--- config.mk ---
export PLATFORM = sky130hd
export DESIGN_NAME = rv_decoder_top
export DESIGN_NICKNAME = d
export VERILOG_FILES = /design/src/design/rv_isa_pkg.sv /design/src/design/rv_decode_pkg.sv /design/src/design/rv_alu_op_decode.sv /design/src/design/rv_decode_merge.sv /design/src/design/rv_decoder_top.sv /design/src/design/rv_imm_gen.sv
export SDC_FILE = /design/constraint.sdc
export NUM_CORES = 1
export LEC_CHECK = 0
export ABC_AREA = 1
export BUFFER_PORTS_ARGS = -buffer_cell sky130_fd_sc_hd__clkbuf_2
export CAP_MARGIN = 20
export CORE_MARGIN = 5
export CORE_UTILIZATION = 50
export CTS_CLUSTER_SIZE = 28
export DETAILED_ROUTE_END_ITERATION = 12
export GPL_TIMING_DRIVEN = 0
export PLACE_DENSITY_LB_ADDON = 0.25
export REMOVE_ABC_BUFFERS = 1
export SETUP_SLACK_MARGIN = 0.05
export SYNTH_ARGS = -nofsm -noshare
export SYNTH_HDL_FRONTEND = slang
export SYNTH_SLANG_ARGS = --single-unit
--- constraint.sdc ---
create_clock -name clk -period 7.4 [get_ports clk]
set_clock_uncertainty 0.15 [all_clocks]
set_input_delay 0.74 -clock clk [delete_from_list [all_inputs] [get_ports clk]]
set_output_delay 0.74 -clock clk [all_outputs]
set_load 0.1 [all_outputs]
--- src/design/rv_isa_pkg.sv ---
`default_nettype none

package rv_isa_pkg;

    // Field widths fixed by the base ISA
    localparam int INSTR_W      = 32;
    localparam int REG_IDX_W    = 5;
    localparam int OPCODE_W     = 7;
    localparam int FUNCT3_W     = 3;
    localparam int FUNCT7_W     = 7;
    localparam int XLEN         = 32;  // Immediate width as carried in the record
    localparam int IMM_SIGN_BIT = 31;  // Same sign bit for I, S, B, U and J

    typedef logic [INSTR_W-1:0]   instr_t;
    typedef logic [REG_IDX_W-1:0] reg_idx_t;
    typedef logic [OPCODE_W-1:0]  opcode_t;
    typedef logic [FUNCT3_W-1:0]  funct3_t;
    typedef logic [FUNCT7_W-1:0]  funct7_t;
    typedef logic [XLEN-1:0]      xlen_t;

    // Major opcodes
    localparam opcode_t OPC_OP        = 7'b0110011;  // R-type
    localparam opcode_t OPC_OP_IMM    = 7'b0010011;
    localparam opcode_t OPC_OP_IMM_32 = 7'b0011011;  // RV64 word ops
    localparam opcode_t OPC_JALR      = 7'b1100111;
    localparam opcode_t OPC_LOAD      = 7'b0000011;
    localparam opcode_t OPC_STORE     = 7'b0100011;
    localparam opcode_t OPC_BRANCH    = 7'b1100011;
    localparam opcode_t OPC_LUI       = 7'b0110111;
    localparam opcode_t OPC_AUIPC     = 7'b0010111;
    localparam opcode_t OPC_JAL       = 7'b1101111;

    localparam funct7_t F7_BASE = 7'b0000000;
    localparam funct7_t F7_ALT  = 7'b0100000;  // SUB / SRA select

    // Integer ops, shared by OP, OP-IMM and OP-IMM-32
    localparam funct3_t F3_ADD_SUB = 3'b000;
    localparam funct3_t F3_SLL     = 3'b001;
    localparam funct3_t F3_SLTU    = 3'b011;
    localparam funct3_t F3_XOR     = 3'b100;
    localparam funct3_t F3_SRL_SRA = 3'b101;
    localparam funct3_t F3_OR      = 3'b110;
    localparam funct3_t F3_AND     = 3'b111;

    // Loads
    localparam funct3_t F3_LW  = 3'b010;
    localparam funct3_t F3_LD  = 3'b011;
    localparam funct3_t F3_LBU = 3'b100;

    // Stores
    localparam funct3_t F3_SB = 3'b000;
    localparam funct3_t F3_SH = 3'b001;
    localparam funct3_t F3_SW = 3'b010;
    localparam funct3_t F3_SD = 3'b011;

    // Branches
    localparam funct3_t F3_BEQ  = 3'b000;
    localparam funct3_t F3_BNE  = 3'b001;
    localparam funct3_t F3_BLT  = 3'b100;
    localparam funct3_t F3_BGE  = 3'b101;
    localparam funct3_t F3_BLTU = 3'b110;
    localparam funct3_t F3_BGEU = 3'b111;

endpackage

`default_nettype wire

--- src/design/rv_decode_pkg.sv ---
`default_nettype none

package rv_decode_pkg;

    import rv_isa_pkg::*;

    // 17 distinct operations need 5 bits
    localparam int ALU_OP_W = 5;

    typedef enum logic [ALU_OP_W-1:0] {
        ALU_NONE = 5'd0,   // LUI and every illegal word
        ALU_ADD  = 5'd1,
        ALU_SUB  = 5'd2,
        ALU_AND  = 5'd3,
        ALU_OR   = 5'd4,
        ALU_XOR  = 5'd5,
        ALU_SLL  = 5'd6,
        ALU_SRL  = 5'd7,
        ALU_SRA  = 5'd8,
        ALU_SLTU = 5'd9,
        ALU_EQ   = 5'd10,  // Branch compares
        ALU_NE   = 5'd11,
        ALU_LT   = 5'd12,
        ALU_GE   = 5'd13,
        ALU_LTU  = 5'd14,
        ALU_GEU  = 5'd15,
        ALU_JUMP = 5'd16   // JAL
    } alu_op_e;

    typedef struct packed {
        xlen_t imm_signed;
        xlen_t imm_unsigned;  // Branch offset only
    } imm_t;

    typedef struct packed {
        alu_op_e alu_op;
        logic    illegal;
    } alu_dec_t;

    // One decoded instruction as it leaves the stage
    typedef struct packed {
        reg_idx_t rs1;
        reg_idx_t rs2;
        reg_idx_t rd;
        opcode_t  opcode;
        funct3_t  funct3;
        funct7_t  funct7;
        imm_t     imm;
        alu_op_e  alu_op;
        logic     illegal;
    } decoded_t;

endpackage

`default_nettype wire

--- src/design/rv_alu_op_decode.sv ---
`default_nettype none

module rv_alu_op_decode
    import rv_isa_pkg::*;
    import rv_decode_pkg::*;
(
    input  instr_t   instr,
    output alu_dec_t alu
);

    opcode_t opcode;
    funct3_t funct3;
    funct7_t funct7;
    logic    f7_base;
    logic    f7_alt;
    alu_op_e op;      // Raw pick before the illegal override
    logic    bad;

    assign opcode  = instr[6:0];
    assign funct3  = instr[14:12];
    assign funct7  = instr[31:25];  // Raw field, even for I-type shifts
    assign f7_base = (funct7 == F7_BASE);
    assign f7_alt  = (funct7 == F7_ALT);

    always_comb begin
        op  = ALU_NONE;
        bad = 1'b0;
        case (opcode)
            OPC_OP: begin
                case (funct3)
                    F3_ADD_SUB: op = f7_alt ? ALU_SUB : ALU_ADD;
                    F3_AND:     op = ALU_AND;
                    F3_OR:      op = ALU_OR;
                    F3_XOR:     op = ALU_XOR;
                    F3_SLL:     op = ALU_SLL;
                    F3_SRL_SRA: op = f7_alt ? ALU_SRA : ALU_SRL;
                    default:    bad = 1'b1;  // SLT/SLTU not in this subset
                endcase
                // Only ADD/SUB and SRL/SRA have an ALT form
                if (funct3 == F3_ADD_SUB || funct3 == F3_SRL_SRA)
                    bad = bad || !(f7_base || f7_alt);
                else
                    bad = bad || !f7_base;
            end
            OPC_OP_IMM: begin
                case (funct3)
                    F3_ADD_SUB: op = ALU_ADD;
                    F3_AND:     op = ALU_AND;
                    F3_OR:      op = ALU_OR;
                    F3_XOR:     op = ALU_XOR;
                    F3_SLL:     op = ALU_SLL;
                    F3_SLTU:    op = ALU_SLTU;
                    F3_SRL_SRA: begin
                        op  = f7_alt ? ALU_SRA : ALU_SRL;
                        bad = !(f7_base || f7_alt);
                    end
                    default:    bad = 1'b1;  // SLTI
                endcase
            end
            OPC_OP_IMM_32: begin
                case (funct3)
                    F3_ADD_SUB: op = ALU_ADD;  // ADDIW
                    F3_SLL:     op = ALU_SLL;
                    F3_SRL_SRA: begin
                        op  = f7_alt ? ALU_SRA : ALU_SRL;
                        bad = !(f7_base || f7_alt);
                    end
                    default:    bad = 1'b1;
                endcase
            end
            OPC_LOAD: begin
                op  = ALU_ADD;  // Address = rs1 + imm
                bad = !(funct3 == F3_LD || funct3 == F3_LW || funct3 == F3_LBU);
            end
            OPC_STORE: begin
                op  = ALU_ADD;
                bad = !(funct3 == F3_SB || funct3 == F3_SH ||
                        funct3 == F3_SW || funct3 == F3_SD);
            end
            OPC_BRANCH: begin
                case (funct3)
                    F3_BEQ:  op = ALU_EQ;
                    F3_BNE:  op = ALU_NE;
                    F3_BLT:  op = ALU_LT;
                    F3_BGE:  op = ALU_GE;
                    F3_BLTU: op = ALU_LTU;
                    F3_BGEU: op = ALU_GEU;
                    default: bad = 1'b1;  // 010 and 011 unused
                endcase
            end
            OPC_JALR:  op = ALU_ADD;   // Target address
            OPC_LUI:   op = ALU_NONE;  // Immediate passes through
            OPC_AUIPC: op = ALU_ADD;   // pc + imm
            OPC_JAL:   op = ALU_JUMP;
            default:   bad = 1'b1;
        endcase
    end

    // Illegal words never carry an operation
    assign alu.alu_op  = bad ? ALU_NONE : op;
    assign alu.illegal = bad;

endmodule

`default_nettype wire

--- src/design/rv_decode_merge.sv ---
`default_nettype none

module rv_decode_merge
    import rv_isa_pkg::*;
    import rv_decode_pkg::*;
(
    input  logic     clk,
    input  logic     rst_n,
    input  logic     in_valid,
    output logic     in_ready,
    input  instr_t   in_instr,
    input  imm_t     imm,       // From rv_imm_gen
    input  alu_dec_t alu,       // From rv_alu_op_decode
    output logic     out_valid,
    input  logic     out_ready,
    output decoded_t out_dec
);

    opcode_t  opcode;
    decoded_t next_dec;  // Record to load on a transfer
    logic     accept;

    assign opcode = in_instr[6:0];

    always_comb begin
        // Raw split, same positions for every format
        next_dec.rs1     = in_instr[19:15];
        next_dec.rs2     = in_instr[24:20];
        next_dec.rd      = in_instr[11:7];
        next_dec.opcode  = opcode;
        next_dec.funct3  = in_instr[14:12];
        next_dec.funct7  = in_instr[31:25];
        next_dec.imm     = imm;
        next_dec.alu_op  = alu.alu_op;
        next_dec.illegal = alu.illegal;

        // Clear what the format does not use
        case (opcode)
            OPC_LUI,
            OPC_AUIPC,
            OPC_JAL: begin
                next_dec.rs1    = '0;
                next_dec.rs2    = '0;
                next_dec.funct3 = '0;
                next_dec.funct7 = '0;
            end
            OPC_OP_IMM,
            OPC_OP_IMM_32,
            OPC_JALR,
            OPC_LOAD: begin
                next_dec.rs2    = '0;  // Bits hold the immediate
                next_dec.funct7 = '0;
            end
            OPC_STORE,
            OPC_BRANCH: begin
                next_dec.rd     = '0;  // No destination
                next_dec.funct7 = '0;
            end
            default: ;  // R-type and unknown opcodes keep everything
        endcase
    end

    // Empty slot or downstream draining this cycle
    assign in_ready = !out_valid || out_ready;
    assign accept   = in_valid && in_ready;

    always_ff @(posedge clk) begin
        if (!rst_n)
            out_valid <= 1'b0;
        else if (in_ready)
            out_valid <= in_valid;  // Refill or go empty
    end

    always_ff @(posedge clk) begin
        if (accept)
            out_dec <= next_dec;
    end

endmodule

`default_nettype wire

--- src/design/rv_decoder_top.sv ---
`default_nettype none

module rv_decoder_top
    import rv_isa_pkg::*;
    import rv_decode_pkg::*;
(
    input  logic     clk,
    input  logic     rst_n,
    // Instruction stream in
    input  logic     in_valid,
    output logic     in_ready,
    input  instr_t   in_instr,
    // Decoded records out
    output logic     out_valid,
    input  logic     out_ready,
    output decoded_t out_dec
);

    imm_t     imm;  // Immediates of the word at the input
    alu_dec_t alu;

    // Both decoders look at the same input word
    rv_imm_gen u_imm_gen (
        .instr (in_instr),
        .imm   (imm)
    );

    rv_alu_op_decode u_alu_op_decode (
        .instr (in_instr),
        .alu   (alu)
    );

    // Field split, zeroing and the output register
    rv_decode_merge u_decode_merge (
        .clk       (clk),
        .rst_n     (rst_n),
        .in_valid  (in_valid),
        .in_ready  (in_ready),
        .in_instr  (in_instr),
        .imm       (imm),
        .alu       (alu),
        .out_valid (out_valid),
        .out_ready (out_ready),
        .out_dec   (out_dec)
    );

endmodule

`default_nettype wire

--- src/design/rv_imm_gen.sv ---
`default_nettype none

module rv_imm_gen
    import rv_isa_pkg::*;
    import rv_decode_pkg::*;
(
    input  instr_t instr,
    output imm_t   imm
);

    opcode_t     opcode;
    logic        sign;
    logic [11:0] i_imm;  // I-type raw field
    logic [11:0] s_imm;  // Split S-type field
    logic [12:0] b_off;  // Branch offset, LSB always zero
    logic [19:0] u_imm;
    logic [20:0] j_off;  // JAL offset, LSB always zero

    assign opcode = instr[6:0];
    assign sign   = instr[IMM_SIGN_BIT];

    // Bit scrambles per format
    assign i_imm = instr[31:20];
    assign s_imm = {instr[31:25], instr[11:7]};
    assign b_off = {sign, instr[7], instr[30:25], instr[11:8], 1'b0};
    assign u_imm = instr[31:12];
    assign j_off = {sign, instr[19:12], instr[20], instr[30:21], 1'b0};

    always_comb begin
        imm = '0;  // R-type and unknown opcodes carry no immediate
        case (opcode)
            OPC_OP_IMM,
            OPC_OP_IMM_32,
            OPC_JALR,
            OPC_LOAD: begin
                imm.imm_signed = {{(XLEN-12){sign}}, i_imm};
            end
            OPC_STORE: begin
                imm.imm_signed = {{(XLEN-12){sign}}, s_imm};
            end
            OPC_BRANCH: begin
                imm.imm_signed   = {{(XLEN-13){sign}}, b_off};
                // Zero extended copy for the unsigned compares
                imm.imm_unsigned = {{(XLEN-13){1'b0}}, b_off};
            end
            OPC_LUI,
            OPC_AUIPC: begin
                imm.imm_signed = {u_imm, 12'b0};  // Upper 20 bits, low 12 clear
            end
            OPC_JAL: begin
                imm.imm_signed = {{(XLEN-21){sign}}, j_off};
            end
            default: begin
                imm = '0;
            end
        endcase
    end

endmodule

`default_nettype wire

==> run summary <==
outcome -> complete, no violations
Post-Syn Instances -> 379
CTS tree -> built
P_sw -> 0.481 mW
Reg2Reg Setup Slack -> 5.38 ns
R2R Path Start -> u_decode_merge.out_valid$_SDFFE_PN0N_
Critical Path AT -> 1.40 ns
DR iter-0 viols -> 154
Setup CP Type -> in -> out
hold-critical path endpoint -> u_decode_merge.out_valid$_SDFFE_PN0N_
DRC -> 0
root buf cell -> clkbuf_8
die footprint -> 0.00979 sq mm
most used cell, CP -> clkbuf_2
setup_tns -> 0 ns
final worst-path cycle share -> 31.0%
placed cell count -> 596
GRT Util Overall -> 17.2%
placer congestion estimate -> 0.886
YS warnings -> 0
P_leak -> 2.29 nW
min cycle time layout -> 2.29 ns
vias per cell -> 4.76
Final Power -> 1.23 mW
fin area -> 0.00483 sq mm
I/O Buffers -> 119
Startpoint Class -> input pin
Seq/Total Area, Yosys -> 62.7%
slowest stage delay, CP -> 0.45 ns
Hold Path Origin -> u_decode_merge.out_valid$_SDFFE_PN0N_
post-synthesis register bit count -> 83
main combinational cell family by area after synthesis -> simple AND/OR/NAND/NOR gates
layout cells sized above 1 -> 34.3%
Mapped Area -> 0.00396 sq mm
Synth Area in XOR/XNOR -> 0%
Synth Area in Compound Gates -> 6.83%
Distinct cells, synth -> 31
Post-Synth Simple-Gate Area -> 18.9%
first-pass GRT wire length -> 13200 um
core area -> 0.00773 sq mm
Die Width -> 99.0 um
Async SR Flop Fraction -> 0%
clock network fraction of total power -> 27.5%
largest fanout on the critical path -> 2
Clock transition at path regs -> 0.09 ns
Int Power -> 0.747 mW
DPL Wire Length -> 6370 um
Routed wire per std cell -> 13.9 um
Starting Density -> 51.2%
Max stage delay cell, worst path -> clkbuf_2
final cell count without fillers -> 612
Die Ht -> 99.0 um
ys flop type -> edfxtp_1
Hold Vio Cnt, Final -> 0
Post-CTS Resized -> 0
Ports -> 140
fmax -> 436 MHz
# H-tree levels -> 3
Slew @ Worst Pin -> 0.850 ns
Mean Syn Cell Area -> 10.4 sq um
Hold Path Stages -> 2
multi-input logic area -> 0.00117 sq mm
Reg area -> 0.00248 sq mm
fill count -> 659
CTS buffer count -> 9
Clock Tree Buf Depth -> 2
row count -> 32
area post-placement -> 0.00462 sq mm
First-pass DRT Iterations -> 4
post-CTS setup buffer count -> 0
vias -> 2912
final number of setup-violating endpoints -> 0
diode count -> 0
RSZ-0062 raised after global routing -> no
cts hold-fix bufs -> 0
CTS Sinks -> 83
crit path cell chain -> clkbuf_2 > inv_1 > nand2_1 > clkbuf_2
antenna viol nets, final -> 0
mux cell area share after synthesis -> 0%
max-capacitance violation count -> 0
Post-synth EDFFs -> 82
slew margin rel. -> 43.2%
number of global-route vias before repair -> 2760
Req. time, crit path -> 6.51 ns
DRT Wirelength -> 8510 um
Max Slew Vio Count -> 0
Switching Share -> 39.2%
Seq pwr share -> 45.1%
worst skew pair latency -> 0.35 ns
Adder-Cell Fraction of Synth Area -> 1.58%
worst r2r dst -> u_decode_merge.out_dec[18]$_SDFFCE_PP0P_
area grow syn2layout -> 22.0%
Power Density -> 254 mW/mm^2
initial antenna violation count -> 0
Hold Crit Class -> reg -> reg
largest net degree at the start of global routing -> 34
Max VDD drop -> 0.121 mV
Final nets -> 546
FF-to-FF path depth -> 3
Critical Path Source -> out_ready
type of destination of the critical path -> output pin
grt total ovfl -> 0
Comb pwr share -> 27.3%
[sequential cells by signal (all words and copies together), names as in the netlist]
| register | flops |
|---|---|
| u_decode_merge.out_valid | 1 |
| u_decode_merge.out_dec | 82 |
[worst max-delay path by stage]
stage                                                      endpoint  depth (start not counted)
after CTS                                                  in_ready                          4
final                                                      in_ready                          4
after global routing                                       in_ready                          4
after detailed placement   u_decode_merge.out_dec[70]$_SDFFCE_PP0P_                          5
after global placement    u_decode_merge.out_dec[100]$_SDFFCE_PP0P_                          3
after floorplan                 u_decode_merge.out_dec[0]$_DFFE_PP_                          1
[critical path, delay by kind of cell]
family        cells  cell delay, ns
buf+inv           3            0.58
simple gates      1            0.07
[per-layer routing]
metal  track usage (%)  part of all wire [%]
met1              21.0                    40
met3              5.73                   8.7
met4              5.46                  0.60
met2              28.7                    51
met5                 0                     0
[cells in the mapped netlist (4+ instances only)]
library cell	instances	area, sq um
o21ai_0	15	75.1
buf_4	20	150
edfxtp_1	82	2460
inv_2	7	26.3
nor2_1	68	255
ha_1	5	62.6
nand2_1	58	218
o22ai_2	4	50.1
o22ai_1	10	62.6
nor2_2	10	62.6
nand3_1	15	75.1
a21oi_1	8	40.0
nand2_2	7	43.8
inv_1	49	184
[per-stage QoR]
stage	utilization, %	worst slack, ns	hold slack, ns
CTS	62.5	5.10	0.410
floorplan	-	1.90	0.689
finish	62.5	5.11	0.408
global placement	59.1	0.540	0.347
global route	62.5	5.06	0.420
detailed placement	59.8	4.84	0.396
[cell families after synthesis]
group | count (synthesis)
and+or+nand+nor | 167
adders and majority gates | 5
DFF | 83
buffers and inverters | 81
AOI/OAI and AO/OA | 42
other | 1
[power by group through the flow]
stage	registers, mW	logic, mW	clock network, mW
2_1_floorplan	0.764	0.0879	0
3_3_place_gp	0.570	0.331	0
3_5_place_dp	0.566	0.337	0
4_1_cts	0.555	0.337	0.345
5_1_grt	0.558	0.347	0.369
6_report	0.554	0.336	0.338
[cell usage in the layout, fill, tap and decap left out, types with 2 or more instances in the layout]
cell | Yosys | final
clkbuf_2 | 0 | 119
edfxtp_1 | 82 | 82
nor2_1 | 68 | 68
nand2_1 | 58 | 58
inv_1 | 49 | 49
conb_1 | 1 | 20
nand3_1 | 15 | 15
o21ai_0 | 15 | 15
nor2_2 | 10 | 10
o22ai_1 | 10 | 10
clkbuf_8 | 0 | 9
inv_2 | 7 | 7
nand2_2 | 7 | 7
a21oi_1 | 8 | 7
ha_1 | 5 | 5
o22ai_2 | 4 | 4
nand2_4 | 2 | 2
nor2_4 | 2 | 2
o21ai_2 | 2 | 2
inv_6 | 0 | 2
clkinv_4 | 0 | 2
buf_12 | 0 | 2
[layout make-up]
class | instances | area share (%)
clock inverter | 7 | 1.74
inverter | 56 | 4.35
timing repair buffer | 121 | 13.2
clock buffer | 9 | 2.56
tap | 102 | 2.64
sequential | 83 | 51.4
multi-input combinational | 234 | 24.1
Note: power is estimated with default switching activity, not from simulation.
